## config.mk

```make
export PLATFORM = sky130hd
export DESIGN_NAME = kinematicsTop
export DESIGN_NICKNAME = d
export VERILOG_FILES = /design/src/hdl/kinNumPkg.sv /design/src/hdl/kinFlowPkg.sv /design/src/hdl/creditFifo.sv /design/src/hdl/forwardKinematics.sv /design/src/hdl/kinematicsTop.sv /design/src/hdl/trigTable.sv
export VERILOG_INCLUDE_DIRS = /design/src /design/src/hdl
export SDC_FILE = /design/constraint.sdc
export NUM_CORES = 1
export LEC_CHECK = 0
export BUFFER_PORTS_ARGS = -buffer_cell sky130_fd_sc_hd__buf_2
export CORE_MARGIN = 4
export CORE_UTILIZATION = 37
export DETAILED_ROUTE_END_ITERATION = 8
export GPL_TIMING_DRIVEN = 0
export PLACE_DENSITY = 0.82
export SLEW_MARGIN = 20
export SYNTH_ARGS = -nofsm -noshare
export SYNTH_HDL_FRONTEND = slang
export SYNTH_SLANG_ARGS = --single-unit
```

## constraint.sdc

```tcl
create_clock -name clk -period 2.8 [get_ports clk]
set_clock_uncertainty 0.2 [all_clocks]
set_input_delay 0.14 -clock clk [delete_from_list [all_inputs] [get_ports clk]]
set_output_delay 0.14 -clock clk [all_outputs]
set_load 0.05 [all_outputs]
```

## src/hdl/kin_macros.svh

```systemverilog
`ifndef KIN_MACROS_SVH
`define KIN_MACROS_SVH

// joint angle in whole degrees, signed
`define KIN_ANGLE_W 9

// link length, unsigned
`define KIN_LEN_W 15

// sine and cosine values are signed Q2.14
`define KIN_TRIG_W 16

`define KIN_FRAC 14 // fraction bits shared by trig values and coordinates

// coordinates carry the same 14 fraction bits as the trig values
`define KIN_COORD_W 33

// entries in each credit queue, also the initial credit count on both sides
`define KIN_QDEPTH 4

`endif

```

## src/hdl/sineQuarter.hex

```
// one 16-bit hex value per line, for 0 to 90 degrees in order
// each value is 16384 * sin(angle) rounded to the nearest integer
0000
011E
023C
0359
0477
0594
06B1
07CD
08E8
0A03
0B1D
0C36
0D4E
0E66
0F7C
1090
11A4
12B6
13C7
14D6
15E4
16F0
17FA
1902
1A08
1B0C
1C0E
1D0E
1E0C
1F07
2000
20F6
21EA
22DB
23CA
24B5
259E
2684
2767
2847
2923
29FD
2AD3
2BA6
2C75
2D41
2E0A
2ECE
2F90
304D
3107
31BD
326F
331D
33C7
346D
350F
35AD
3646
36DC
376D
37FA
3882
3906
3986
3A01
3A78
3AEA
3B57
3BC0
3C24
3C83
3CDE
3D34
3D85
3DD2
3E19
3E5C
3E9A
3ED3
3F07
3F36
3F61
3F86
3FA6
3FC2
3FD8
3FEA
3FF6
3FFE
4000

```

## src/hdl/kinNumPkg.sv

```systemverilog
`include "kin_macros.svh"

package kinNumPkg;

	// joint angle as delivered with a request, may be negative
	typedef logic signed [`KIN_ANGLE_W-1:0] angleT;

	typedef logic [`KIN_ANGLE_W-1:0] degT; // folded angle, always 0 to 359

	typedef logic [`KIN_LEN_W-1:0] lengthT;

	// fixed point sine or cosine, 1.0 is 1 << KIN_FRAC
	typedef logic signed [`KIN_TRIG_W-1:0] trigT;

	// end point coordinate with KIN_FRAC fraction bits
	typedef logic signed [`KIN_COORD_W-1:0] coordT;

endpackage

```

## src/hdl/kinFlowPkg.sv

```systemverilog
`include "kin_macros.svh"

package kinFlowPkg;

	typedef struct packed {
		kinNumPkg::angleT th1;
		kinNumPkg::angleT th2;
		kinNumPkg::lengthT l1;
		kinNumPkg::lengthT l2;
	} kinReqT; // 48 bits

	typedef struct packed {
		kinNumPkg::coordT x;
		kinNumPkg::coordT y;
	} kinResT; // 66 bits

	// must hold every value from 0 up to a full queue
	typedef logic [$clog2(`KIN_QDEPTH + 1)-1:0] creditT;

endpackage

```

## src/hdl/creditFifo.sv

```systemverilog
`include "kin_macros.svh"

module creditFifo #(
	parameter type payloadT = logic [7:0],
	parameter int depth = `KIN_QDEPTH
) (
	input logic clk,
	input logic rst,
	input logic push,
	input payloadT pushData,
	input logic pop,
	output payloadT popData,
	output logic empty,
	output kinFlowPkg::creditT count,
	output logic credit
);
	import kinFlowPkg::*;

	localparam int ptrW = (depth > 1) ? $clog2(depth) : 1;

	payloadT mem [depth];
	logic [ptrW-1:0] rdPtr;
	logic [ptrW-1:0] wrPtr;
	logic full;
	logic doPush;
	logic doPop;

	// depth need not be a power of two, so pointers wrap explicitly
	function automatic logic [ptrW-1:0] nextPtr(input logic [ptrW-1:0] p);
		if (p == ptrW'(depth - 1))
			return '0;
		return p + 1'b1;
	endfunction

	always_comb
	begin
		empty = (count == '0);
		full = (count == creditT'(depth));
		doPush = push && !full;
		doPop = pop && !empty; // an entry pushed this cycle is visible next cycle
	end

	assign popData = mem[rdPtr]; // head is always presented
	assign credit = doPop; // one credit goes back for every entry that leaves

	always_ff @(posedge clk)
	begin
		if (doPush)
			mem[wrPtr] <= pushData;
	end

	always_ff @(posedge clk)
	begin
		if (rst)
		begin
			rdPtr <= '0;
			wrPtr <= '0;
			count <= '0;
		end
		else
		begin
			if (doPush)
				wrPtr <= nextPtr(wrPtr);
			if (doPop)
				rdPtr <= nextPtr(rdPtr);
			case ({doPush, doPop})
				2'b10: count <= count + creditT'(1);
				2'b01: count <= count - creditT'(1);
				default: count <= count;
			endcase
		end
	end

endmodule

```

## src/hdl/forwardKinematics.sv

```systemverilog
`include "kin_macros.svh"

module forwardKinematics (
	input logic clk,
	input logic rst,
	input logic inValid,
	input kinNumPkg::angleT th1,
	input kinNumPkg::angleT th2,
	input kinNumPkg::lengthT l1,
	input kinNumPkg::lengthT l2,
	output logic outValid,
	output kinNumPkg::coordT x,
	output kinNumPkg::coordT y
);
	import kinNumPkg::*;

	// |trig| never exceeds 1 << KIN_FRAC, so a product needs one sign bit on top
	localparam int prodW = `KIN_LEN_W + `KIN_FRAC + 1;

	typedef logic signed [prodW-1:0] prodT;

	logic [3:0] validPipe; // one bit per stage
	logic signed [`KIN_ANGLE_W:0] sumTh;

	degT deg1S1;
	degT deg12S1;
	lengthT l1S1;
	lengthT l2S1;
	lengthT l1S2;
	lengthT l2S2;
	trigT sin1;
	trigT cos1;
	trigT sin12;
	trigT cos12;
	prodT l1Cos;
	prodT l1Sin;
	prodT l2Cos;
	prodT l2Sin;

	// the angle sum spans -512 to 510, so it may need two corrections of 360
	function automatic degT normDeg(input logic signed [`KIN_ANGLE_W:0] a);
		logic signed [`KIN_ANGLE_W+1:0] w;
		w = a;
		if (w < -360)
			w = w + 720;
		else if (w < 0)
			w = w + 360;
		else if (w >= 360)
			w = w - 360;
		return degT'(w);
	endfunction

	always_comb
	begin
		sumTh = th1 + th2;
	end

	always_ff @(posedge clk)
	begin
		if (rst)
			validPipe <= '0;
		else
			validPipe <= {validPipe[2:0], inValid};
	end

	// stage one folds both angles into a single turn
	always_ff @(posedge clk)
	begin
		deg1S1 <= normDeg(th1);
		deg12S1 <= normDeg(sumTh);
		l1S1 <= l1;
		l2S1 <= l2;
	end

	// stage two is the lookup itself, registered inside the tables
	trigTable trigTh1 (
		.clk(clk),
		.angle(deg1S1),
		.sine(sin1),
		.cosine(cos1)
	);

	trigTable trigTh12 (
		.clk(clk),
		.angle(deg12S1),
		.sine(sin12),
		.cosine(cos12)
	);

	always_ff @(posedge clk)
	begin
		l1S2 <= l1S1; // lengths line up with the table outputs
		l2S2 <= l2S1;
	end

	// stage three, lengths are unsigned so a zero bit goes on top before the multiply
	always_ff @(posedge clk)
	begin
		l1Cos <= $signed({1'b0, l1S2}) * cos1;
		l1Sin <= $signed({1'b0, l1S2}) * sin1;
		l2Cos <= $signed({1'b0, l2S2}) * cos12;
		l2Sin <= $signed({1'b0, l2S2}) * sin12;
	end

	always_ff @(posedge clk)
	begin
		x <= coordT'(l1Cos) + coordT'(l2Cos);
		y <= coordT'(l1Sin) + coordT'(l2Sin);
	end

	assign outValid = validPipe[3];

endmodule

```

## src/hdl/kinematicsTop.sv

```systemverilog
`include "kin_macros.svh"

module kinematicsTop (
	input logic clk,
	input logic rst,
	input logic reqValid,
	input kinNumPkg::angleT th1,
	input kinNumPkg::angleT th2,
	input kinNumPkg::lengthT l1,
	input kinNumPkg::lengthT l2,
	output logic reqCredit,
	output logic resValid,
	output kinNumPkg::coordT x,
	output kinNumPkg::coordT y,
	input logic resCredit
);
	import kinNumPkg::*;
	import kinFlowPkg::*;

	kinReqT reqIn;
	kinReqT reqHead;
	logic reqEmpty;
	creditT reqCount; // watched by the bound assertions
	kinResT resIn;
	kinResT resHead;
	logic resEmpty;
	creditT resCount;
	logic fkValid;
	coordT fkX;
	coordT fkY;
	creditT inFlight;
	creditT outCredits;
	logic [$bits(creditT):0] committed;
	logic issue;
	logic resPop;

	always_comb
	begin
		reqIn.th1 = th1;
		reqIn.th2 = th2;
		reqIn.l1 = l1;
		reqIn.l2 = l2;
		resIn.x = fkX;
		resIn.y = fkY;
		// every issued item must already own a slot in the output queue
		committed = {1'b0, resCount} + {1'b0, inFlight};
		issue = !reqEmpty && (committed < `KIN_QDEPTH);
		resPop = !resEmpty && (outCredits != '0);
		x = resHead.x;
		y = resHead.y;
	end

	creditFifo #(.payloadT(kinReqT), .depth(`KIN_QDEPTH)) reqFifo (
		.clk(clk), .rst(rst),
		.push(reqValid), .pushData(reqIn),
		.pop(issue), .popData(reqHead),
		.empty(reqEmpty), .count(reqCount), .credit(reqCredit)
	);

	forwardKinematics fk (
		.clk(clk), .rst(rst), .inValid(issue),
		.th1(reqHead.th1), .th2(reqHead.th2), .l1(reqHead.l1), .l2(reqHead.l2),
		.outValid(fkValid), .x(fkX), .y(fkY)
	);

	// the pop pulse of the result queue is the result strobe itself
	creditFifo #(.payloadT(kinResT), .depth(`KIN_QDEPTH)) resFifo (
		.clk(clk), .rst(rst),
		.push(fkValid), .pushData(resIn),
		.pop(resPop), .popData(resHead),
		.empty(resEmpty), .count(resCount), .credit(resValid)
	);

	always_ff @(posedge clk)
	begin
		if (rst)
		begin
			inFlight <= '0;
			outCredits <= creditT'(`KIN_QDEPTH); // receiver starts with an empty queue
		end
		else
		begin
			case ({issue, fkValid})
				2'b10: inFlight <= inFlight + creditT'(1);
				2'b01: inFlight <= inFlight - creditT'(1);
				default: inFlight <= inFlight;
			endcase
			case ({resPop, resCredit})
				2'b10: outCredits <= outCredits - creditT'(1);
				2'b01: outCredits <= outCredits + creditT'(1);
				default: outCredits <= outCredits;
			endcase
		end
	end

endmodule

```

## src/hdl/trigTable.sv

```systemverilog
module trigTable (
	input logic clk,
	input kinNumPkg::degT angle,
	output kinNumPkg::trigT sine,
	output kinNumPkg::trigT cosine
);
	import kinNumPkg::*;

	localparam int quarterEntries = 91; // 0 to 90 degrees inclusive

	trigT sineRom [quarterEntries];
	degT cosAngle;

	initial
	begin
		$readmemh("/design/src/hdl/sineQuarter.hex", sineRom);
	end

	// maps any angle onto the first quadrant and restores the sign afterwards
	function automatic trigT foldSine(input degT d);
		degT offset;
		logic negate;
		if (d < 9'd90)
		begin
			offset = d;
			negate = 1'b0;
		end
		else if (d < 9'd180)
		begin
			offset = 9'd180 - d; // second quadrant mirrors the first
			negate = 1'b0;
		end
		else if (d < 9'd270)
		begin
			offset = d - 9'd180;
			negate = 1'b1;
		end
		else
		begin
			offset = 9'd360 - d;
			negate = 1'b1;
		end
		return negate ? -sineRom[offset[6:0]] : sineRom[offset[6:0]];
	endfunction

	// cos(a) is sin(a + 90), kept inside 0 to 359
	always_comb
	begin
		if (angle >= 9'd270)
			cosAngle = angle - 9'd270;
		else
			cosAngle = angle + 9'd90;
	end

	always_ff @(posedge clk)
	begin
		sine <= foldSine(angle);
		cosine <= foldSine(cosAngle);
	end

endmodule

```

# == After elaboration in Yosys (flattened, before gate mapping) ==
# Memory sizes are Yosys's and may differ from the RTL's. A register that Yosys moved wholly into a read port is not among the register bits.
# Index checks and enable logic that the tools add are counted.
# word_totals
reg_bits,352
ramBits,456
inputBits,52
mem_count,2
# classes
eq_ne,14
multipliers,4
n_reduce_logical,17
mux,52
n_lt_le_gt_ge,17
n_addsub,30
# mem_list
memory,depth,width,read_ports,rd_ports_with_merged_regs,write_ports,line,rtl
resFifo.mem,4,66,1,1,1,creditFifo.sv:21,payloadT mem [depth];
reqFifo.mem,4,48,1,1,1,creditFifo.sv:21,
# op_table
op,count
$mul A16 B16 Y30,4
$mux W9,8
$mux W16,4
$neg A16 Y16 const A,4
$add A30 B30 Y31,2
$add A9 B9 Y9 const B,4
$lt A9 B7 Y1 const B,4
$lt A9 B8 Y1 const B,4
$sub A9 B9 Y9 const B,4
$mux W1,24
$mux W2,12
$pmux W3 S2,4
$add A9 B7 Y9 const B,2
$ge A9 B9 Y1 const B,2
$eq A2 B2 Y1 const B,8
$add A3 B1 Y3 const B,4
$sub A3 B1 Y3 const B,4
$add A9 B9 Y10,1
$ge A10 B10 Y1 const B,1
$ge A9 B10 Y1 const B,1
$lt A10 B1 Y1 const B,1
$lt A10 B10 Y1 const B,1
$lt A9 B10 Y1 const B,1
$lt A9 B1 Y1 const B,1
other kinds (10),29

# == Logic depth before layout (Yosys ltp) ==
# Gate-level depths: netlist of the first run.
# logic_depth
depth_word,9
ltp_mapped,10

# == Hierarchy ==
# From an unflattened synthesis of the first run, not the netlist that was laid out.
# hier_totals
cells_unflattened,5326
area_unflattened_um2,59604.7
# by_module_without_submodules
module,cells_per_inst,instances,area_each_um2
forwardKinematics,4526,1,41342.2
creditFifo at resFifo,396,1,10010.9
creditFifo at reqFifo,302,1,7410.9
trigTable,33,2,244.0
kinematicsTop,36,1,352.8

# == Worst setup path after synthesis of the first run ==
# OpenSTA, ideal clock, no wires.
# synth_path
path_type,reg-to-reg
startpoint,register resFifo.count[2]
endpoint,register reqFifo.count[2]
path_stages_with_launch,11
period_less_slack_ns,2.761
arrival_ns,2.491
n_path_buf,0
setup_time_ns,0.070
required_time_ns,2.530
slack_ns,0.039
path_cell_list,dfxtp_1 > ha_1 > nor3_1 > nand3_1 > inv_1 > ha_1 > inv_1 > fa_1 > xor2_1 > or3_1 > a21oi_1
# synth_via
elab_chain_cells,6
# synth_rtl
item,line,rtl
start: declaration,creditFifo.sv:14,"output kinFlowPkg::creditT count,"
start signal: assignment,creditFifo.sv:67,2'b10: count <= count + creditT'(1);
start signal: assignment,creditFifo.sv:68,2'b01: count <= count - creditT'(1);
start signal: assignment,creditFifo.sv:69,default: count <= count;
$add A3 B3 Y4 *,kinematicsTop.sv:46,"committed = {1'b0, resCount} + {1'b0, inFlight};"
$lt A4 B3 Y1 (no source line) *,-,
$logic_and A1 B1 Y1 *,kinematicsTop.sv:47,issue = !reqEmpty && (committed < `KIN_QDEPTH);
$logic_and A1 B1 Y1 *,creditFifo.sv:40,doPop = pop && !empty;
via reqCredit,kinematicsTop.sv:11,"output logic reqCredit,"
$eq A2 B1 Y1 or $eq A2 B2 Y1 (tied branches),creditFifo.sv:66,"case ({doPush, doPop})"
$pmux W3 S2 or $reduce_bool A2 Y1 (tied branches),-,
end signal: assignment,creditFifo.sv:67,
end signal: assignment,creditFifo.sv:68,
end signal: assignment,creditFifo.sv:69,
end: declaration,creditFifo.sv:14,
# The timed path passes the listed nets; every way through them passes the cells marked *.
# A chain may end at the register's enable or synchronous reset.

# == Final worst setup path of the first run ==
# layout_path
startpoint,register resFifo.count[2]
endpoint,register reqFifo.count[2]
# layout_via
elab_chain_cells,6
# layout_rtl
item,line
$add A3 B3 Y4 *,kinematicsTop.sv:46
$lt A4 B3 Y1 (no source line) *,-
$logic_and A1 B1 Y1 *,kinematicsTop.sv:47
$logic_and A1 B1 Y1 *,creditFifo.sv:40
$eq A2 B1 Y1 or $eq A2 B2 Y1 (tied branches),creditFifo.sv:66
$pmux W3 S2 or $reduce_bool A2 Y1 (tied branches),-
# Every way passes the cells marked *; elsewhere a longest branch is shown, timed or not.

==> metrics.txt, run 1 <==
Final setup viols 0; Yosys reg bits 16; clock latency on the worst-skew pair 280 ps; CP bufs+invs 2; CP Class flip-flop to flip-flop; port bufs 5; mapped cell area 1310 um^2; critical path fanouts, max 6; Root Driver clkbuf_4; number of vias per cell 3.35; first drt pass iteration count 3; crit end category flip-flop; worst vdd ir around 0.66 mV; Pwr Total 1.42 mW; worst r2r src resFifo.count[2]; Worst Hold Depth 4; RSZ-0062 raised after global routing false; initial antenna violation count 0; H-Tree Depth 1; vias in the first global route 755; dpl hpwl 1730 um; Primary FF master, synth dfxtp_1; DR WL/cell 7.10 um; cell with the most instances after synthesis buf_4; gp weighted congestion 0.782; Inserted Clock Buffers 3; Fmax achieved 0.389 GHz; Max Cap Violations 0; final slew viol count 0; final layout net count 293; Initial Util 38.9%; WHS Endpoint outCredits[0]; DRC Markers 0; fraction of layout cells with a size suffix above 1 32.8%; leading area contributor after synthesis buf_4; via count 922; hold path start resCredit; Clock Path Buffers 2; Critical Path RT 2820 ps; Die X 67.4 um; slowest cell delay on critical path 370 ps; Post-synth EDFFs 0; first-pass GRT wire length between 3000 and 4000 um; worst hold-check path type input pin to flip-flop; CP max stage cell fa_1; reg2reg setup slack between 200 and 250 ps; CP Data Arrival Time 2590 ps; Clock transition at path regs 90 ps; Seq/Total Area, Yosys 24.5%; Ports 120; Yosys cell types 21; Layout Cells excl Fill approximately 280; crit path cell chain ha_1 -> nor3_1 -> nand3_1 -> inv_1 -> ha_1 -> inv_1 -> fa_1 -> xor2_1 -> or3_1 -> a21oi_1; core area 3360 um^2; Final Util between 40% and 50%; Die ar. 4550 um^2; dpl cells between 200 and 300; Fin. Hold Viols 0; asr flop ratio synth 0%; Final period util between 90% and 100%; synth cell count leaders buf_4 (66), dfxtp_1 (16), inv_1 (12), nor2_1 (12), xor2_1 (8); final WL 1950 um; ranking of synthesized cells by area buf_4 (38%), dfxtp_1 (24%), fa_1 (6.1%); Mapped Avg Cell Area 8.44 um^2; Sink Count 16; pin count of the biggest net entering global routing 11; fin crit period 2570 ps; area share of the largest cell type after synthesis 37.9%; Worst Setup Start Kind flip-flop; Synth Instances 155; Filler Cells Inserted 340; Die Ht 67.4 um; Leak 0.956 nW; worst reg2reg path endpoint reqFifo.count[2]; Congestion Overflow GR 0; ANT nets after route 0; CP delay by family, top adder cells; outcome complete, no violations; Pwr Density about 850 nW/um^2; Setup TNS 0 ps; CTS tree done; # rows 21; initial drt markers 5; Hold WS 135 ps; Yosys warning total 0; ANT cells 0; total track usage 8.30%; Layout area overhead 27.6%; R2R depth 10
[tightest hold or removal path, delay by kind of cell]
kind	cells	cell delay, ps
and+or+nand+nor	1	70
xor gates and xnor gates	1	90
buffers and inverters	1	80
adders and majority gates	1	200
[area by class of cell]
cell class / count / area (um^2) / share of cell area [%]
Multi-Input combinational cell: 125 / 687 / 41.2
Buffer: 67 / 499 / 29.9
Sequential cell: 16 / 322 / 19.3
Tap cell: 46 / 57.6 / 3.45
Inverter: 12 / 45.0 / 2.70
Timing Repair Buffer: 6 / 35.0 / 2.10
Clock buffer: 3 / 22.5 / 1.35
[power by group]
| part | internal, mW | total, mW | switching [mW] | leakage, nW |
|---|---|---|---|---|
| combinational | 0.326 | 0.933 | 0.607 | 0.810 |
| clock | 0.0499 | 0.118 | 0.0678 | 0.0138 |
| sequential | 0.305 | 0.369 | 0.0637 | 0.132 |
| total | 0.681 | 1.42 | 0.739 | 0.956 |
[cells by family after synthesis]
group	share of synthesized area (%)
fa+ha+maj	11.9
compound gates	5.65
buf+inv	41.6
mux	0.766
xor+xnor	5.36
flops	24.5
other cells	0.287
simple gates	9.95
[per-layer routing]
| layer | track usage, % | vias up | part of all wire, % |
|---|---|---|---|
| met3 | 1.16 | 4 | 9.5 |
| met2 | 15.2 | 35 | 51 |
| met4 | 3.80 | 0 | 0.97 |
| li1 | - | 507 | - |
| met1 | 9.39 | 376 | 38 |
| met5 | 0 | - | 0 |
[metrics by stage]
step	worst slack, ps	cell area, um^2
after floorplan	38.9	1550
after global placement	260	1630
after detailed placement	173	1630
after CTS	133	1670
after global routing	58.8	1670
final	226	1670
[cell usage in the layout, fill, tap and decap left out, types with 5 or more instances in the layout]
master,netlist,routed
ha_1,6,6
a21oi_1,6,6
dfxtp_1,16,15
xor2_1,8,8
buf_2,0,5
inv_1,12,12
nor2_1,12,12
buf_4,66,66
conb_1,1,66
[worst max path at each step]
stage	start	endpoint	slack, ps	depth (start not counted)
6_report	resFifo.count[2]	reqFifo.count[2]	230	10
5_1_grt	resFifo.count[2]	reqFifo.count[2]	60	10
4_1_cts	resFifo.count[2]	reqFifo.count[2]	130	10
3_5_place_dp	resFifo.count[2]	reqFifo.count[2]	170	10
3_3_place_gp	resFifo.count[2]	reqFifo.count[2]	260	10
2_1_floorplan	resFifo.count[2]	reqFifo.count[2]	40	10
[sequential cells by signal (all words and copies together) (netlist names)]
name           cells
outCredits         3
reqFifo.count      3
resFifo.count      3
inFlight           3
fk.validPipe       4
[repair_timing]
item,4_1_cts,5_1_grt
setup buffers,0,0
endpoints found under the hold margin,6,0
setup endpoints to repair,0,1
hold buffers,1,0
resized for setup,0,1
(Power assumes the default switching activity.)
==> run 2: changes to the inputs <==
Settings changed: ABC_AREA set to 1, CORE_UTILIZATION 37 to 39, PLACE_DENSITY 0.82 to 0.83.
==> metrics.txt, run 2 <==
Ports 120; vias in the first global route 872; leading area contributor after synthesis buf_4; asr flop ratio synth 0%; RSZ-0062 raised after global routing false; main combinational cell family by area after synthesis buffers and inverters; Layout Cells excl Fill 309; Final Util 53.0%; # Post-CTS Setup Buffers 0; clock latency on the worst-skew pair about 250 ps; synth cell count leaders buf_4 (66), inv_1 (28), nand2_1 (20); Initial Util 41.6%; crit end category flip-flop; final layout net count 326; gp weighted congestion 0.720; dpl hpwl 1990 um; mapped cell area 1430 um^2; Clock transition at path regs roughly 70 ps; # rows 21; Root Driver clkbuf_8; first-pass GRT wire length 3380 um; Mapped Avg Cell Area 7.62 um^2; CTS tree done; initial drt markers 7; final slew viol count 0; Layout area overhead 27.3%; simple-gate area share of the yosys netlist 12.5%; Pwr Density between 800 and 900 nW/um^2; Yosys cell types 17; Primary FF master, synth dfxtp_1; Die Ht 68.6 um; compound-cell area share of the yosys netlist about 10%; Synth Area in XOR/XNOR 0%; post-synthesis mux area share 0%; outcome complete, no violations; DRC Markers 0; max FFs per register 4; pre-CTS setup slack between 400 and 500 ps; Hold WS 81.5 ps; Clock Path Buffers 2; area share of the largest cell type after synthesis 34.6%; Final Worst Setup Slack ~500 ps; number of vias per cell 3.45; Yosys reg bits 16; Fmax achieved 0.434 GHz; Inserted Clock Buffers 3; worst vdd ir 0.582 mV; ANT nets after route 0; worst hold-check path type input pin to flip-flop; Yosys warning total 0; Die ar. approximately 4700 um^2; dpl cells about 300; ranking of synthesized cells by area buf_4 (35%), dfxtp_1 (22%), inv_1 (7.3%); Synth Instances 188; Setup TNS 0 ps; total track usage 9.07%; CP Data Arrival Time 2250 ps; DR WL/cell 7.13 um; critical path fanouts, max 4; Seq/Total Area, Yosys 22.4%; CP Class flip-flop to flip-flop; Sink Count 16; Leak around 1.1 nW; via count 1065; area of placed instances 1760 um^2; Post-synth EDFFs 0; Congestion Overflow GR 0; ANT cells 0; cell with the most instances after synthesis buf_4; most flop-heavy register fk.validPipe; fin crit period 2300 ps; pin count of the biggest net entering global routing 11; Post-Layout Inst Area 1820 um^2; Max Cap Violations 0; H-Tree Depth 1; Die X around 69 um; first drt pass iteration count 4; most frequent cells in the layout buf_4 (66), conb_1 (66), inv_1 (28); initial antenna violation count 0; Worst Setup Start Kind flip-flop; Fin. Hold Viols 0; fraction of layout cells with a size suffix above 1 36.5%; Pwr Total 1.57 mW; Final period util 82.2%; Final setup viols 0; core area 3440 um^2; port bufs 5; final WL 2200 um; Critical Path RT 2750 ps; adder-cell share of the synthesized area 10.8%
## run 2: cell types whose count changed after synthesis, moves of 5 or more
cell | previous run | this run
inv_1 | 12 | 28
a21oi_2 | 0 | 5
o21ai_2 | 0 | 8
inv_2 | 0 | 5
xor2_1 | 8 | 0
nand2_1 | 2 | 20
## run 2: where the power goes
group	internal (mW)	total [mW]	switching [mW]
Clock	0.125	0.205	0.0804
Combinational	0.318	1.01	0.688
Sequential	0.306	0.357	0.0514
Total	0.748	1.57	0.820
## run 2: worst paths after layout
path	slack, ps	endpoint	cells after the start	from
worst min-delay path	80	outCredits[0]	3	resCredit
worst max-delay path	500	reqFifo.count[2]	15	resFifo.count[2]
worst min register to register	200	fk.validPipe[2]	2	fk.validPipe[1]
worst max register to register	500	reqFifo.count[2]	15	resFifo.count[2]
## run 2: final cells by class
class                           count  area [um^2]
Timing Repair Buffer                6         35.0
Multi-Input combinational cell    137          726
Sequential cell                    16          320
Clock buffer                        4         55.1
Tap cell                           46         57.6
Fill cell                         340         1620
Inverter                           33          124
Buffer                             67          507
## run 2: worst max-delay path: stages (launching register included)
cell and delay [ps]:
dfxtp_1 400, ha_1 260, nor2_1 100, nand2_1 60, nor2_2 90, o21ai_2 80
inv_1 80, ha_1 160, inv_1 60, fa_1 390, inv_1 70, nand2_1 60
nand3_1 70, nand2_1 50, inv_1 40, nor2_1 30
## run 2: timing repair
action | CTS | global route
endpoints found under the hold margin | 4 | 0
hold buffers | 1 | 0
resized for setup | 0 | 0
## run 2: cells by family after synthesis
logic type / after synthesis
fa+ha+maj: 10
compound gates: 19
buf+inv: 100
simple gates: 42
flops: 16
other cells: 1
## run 2: metal layers
layer	GRT usage, %	up-vias	part of all wire (%)
li1	-	593	-
met1	10.0	442	35
met2	17.2	30	58
met3	1.46	0	7.5
met4	3.23	0	0
met5	0	-	0
==> run 3: changes to the inputs <==
Settings changed: ABC_AREA 1 to 0, CORE_UTILIZATION 39 to 37, PLACE_DENSITY 0.83 to 0.82.
Clock period 2.8 ns to 2.2 ns, I/O delays scaled along.
==> metrics.txt, run 3 (same netlist as run 1, synthesis figures left out) <==
failing checks setup timing; clock latency on the worst-skew pair 290 ps; pin count of the biggest net entering global routing 11; dpl hpwl 1740 um; Die ar. 4550 um^2; combinational cell fraction of total power 70.9%; CTS tree done; sequential power share between 20% and 30%; dpl cells 271; Layout Cells excl Fill 286; CP Class flip-flop to flip-flop; first drt pass iteration count 4; most frequent cells in the layout buf_4 (74), conb_1 (66), nor2_1 (11); CP bufs+invs 2; critical path fanouts, max 3; initial drt markers 5; fin crit period 2310 ps; H-Tree Depth 1; Final Worst Setup Slack -111 ps; RSZ-0062 raised after global routing true; core area 3360 um^2; Fin. Hold Viols 0; initial antenna violation count 0; Final setup viols 3; number of vias per cell 3.47; max FFs per register 4; most common cell after layout, fill and taps aside buf_4; final layout net count 303; total track usage 9.53%; DR WL/cell 7.93 um; Sink Count 16; crit path cell chain ha_4 -> nor3_4 -> nand3_4 -> clkinvlp_4 -> ha_4 -> inv_2 -> fa_2 -> xor2_1 -> or3_1 -> a21oi_2; most frequent cell on the critical path ha_4; CP max stage cell dfxtp_4; gp weighted congestion 0.640; Critical Path RT 2220 ps; Fmax achieved 0.433 GHz; switching pwr 1.13 mW; final slew viol count 0; Post-Layout Inst Area 1940 um^2; Congestion Overflow GR 0; Pwr Total 2.31 mW; CP Data Arrival Time 2330 ps; slowest cell delay on critical path 370 ps; area of placed instances approximately 1700 um^2; fraction of layout cells with a size suffix above 1 50.8%; outcome finished with violations; Int Power 1.18 mW; via count a little under 1k; Final period util 105%; worst vdd ir 0.862 mV; crit end category flip-flop; Switching Fraction 48.9%; vias in the first global route 783; Pwr Density roughly 1200 nW/um^2; # rows 21; Inserted Clock Buffers 3; first-pass GRT wire length 3280 um; Initial Util 38.9%; Root Driver clkbuf_4; ANT nets after route 0; Clock Path Buffers 2; Leak 1.01 nW; Die Ht 67.4 um; most flop-heavy register fk.validPipe; final WL 2270 um; Clk pwr share about 7%; port bufs 5; DRC Markers 0; CP delay by family, top adder cells; Layout area overhead 48.3%; Die X 67.4 um; worst hold-check path type input pin to flip-flop; Ports 120; Worst Setup Start Kind flip-flop; ANT cells 0; Max Cap Violations 0; Clock transition at path regs 100 ps
-- run 3: cell count changes in the layout (fill, tap and decap cells not counted), sizes merged, moves of 2 or more --
cell / before / now
buf: 72 / 81
nor2b: 0 / 3
nand4: 4 / 0
o21ai: 12 / 5
xor2: 0 / 8
nand3: 5 / 3
inv: 33 / 11
nor3: 0 / 2
nand2: 20 / 2
or3: 0 / 4
-- run 3: final cells by class --
cell class	instances	area (um^2)
Sequential cell	16	342
Multi-Input combinational cell	125	846
Timing Repair Buffer	16	118
Clock buffer	4	26.3
Fill cell	313	1420
Tap cell	46	57.6
Buffer	67	499
Inverter	12	51.3
-- run 3: stage by stage --
step           utilization, %  setup TNS [ps]  hold slack (ps)  setup WS [ps]
5_1_grt                  57.7            -682             85.3           -204
3_3_place_gp             50.0            -284              155           -134
2_1_floorplan               -            -393            -28.3           -240
3_5_place_dp             50.0            -428              161           -179
6_report                 57.7            -297             73.5           -111
4_1_cts                  53.9            -294             80.7           -147
-- run 3: power groups by stage --
stage / Clock (mW) / Combinational (mW) / Sequential [mW]
floorplan: 0 / 1.12 / 0.463
global placement: 0 / 1.24 / 0.480
detailed placement: 0 / 1.28 / 0.482
CTS: 0.168 / 1.46 / 0.485
global route: 0.181 / 1.80 / 0.525
finish: 0.162 / 1.64 / 0.510
-- run 3: final timing paths --
path | startpoint | end | slack (ps) | depth (start not counted)
worst max register to register | resFifo.count[2] | reqFifo.count[2] | -110 | 10
worst min-delay path | resCredit | outCredits[1] | 70 | 4
worst max-delay path | resFifo.count[2] | reqFifo.count[2] | -110 | 10
worst min register to register | fk.validPipe[2] | fk.validPipe[3] | 230 | 1
-- run 3: per-layer routing --
metal | track usage, % | routed length [um]
met5 | 0 | 0
met4 | 4.56 | 34
met3 | 1.50 | 172
met2 | 17.3 | 1250
met1 | 10.8 | 815
-- run 3: worst min-delay path, stage by stage --
cell	delay, ps
buf_2	80
ha_2	190
mux2i_1	80
nor2_1	70
-- run 3: what timing repair did --
action,in CTS,in global routing
resized for setup,19,22
hold endpoints to repair,6,0
setup buffers,4,6
pin swaps,10,11
endpoints found under the setup margin,5,6
hold buffers,1,0
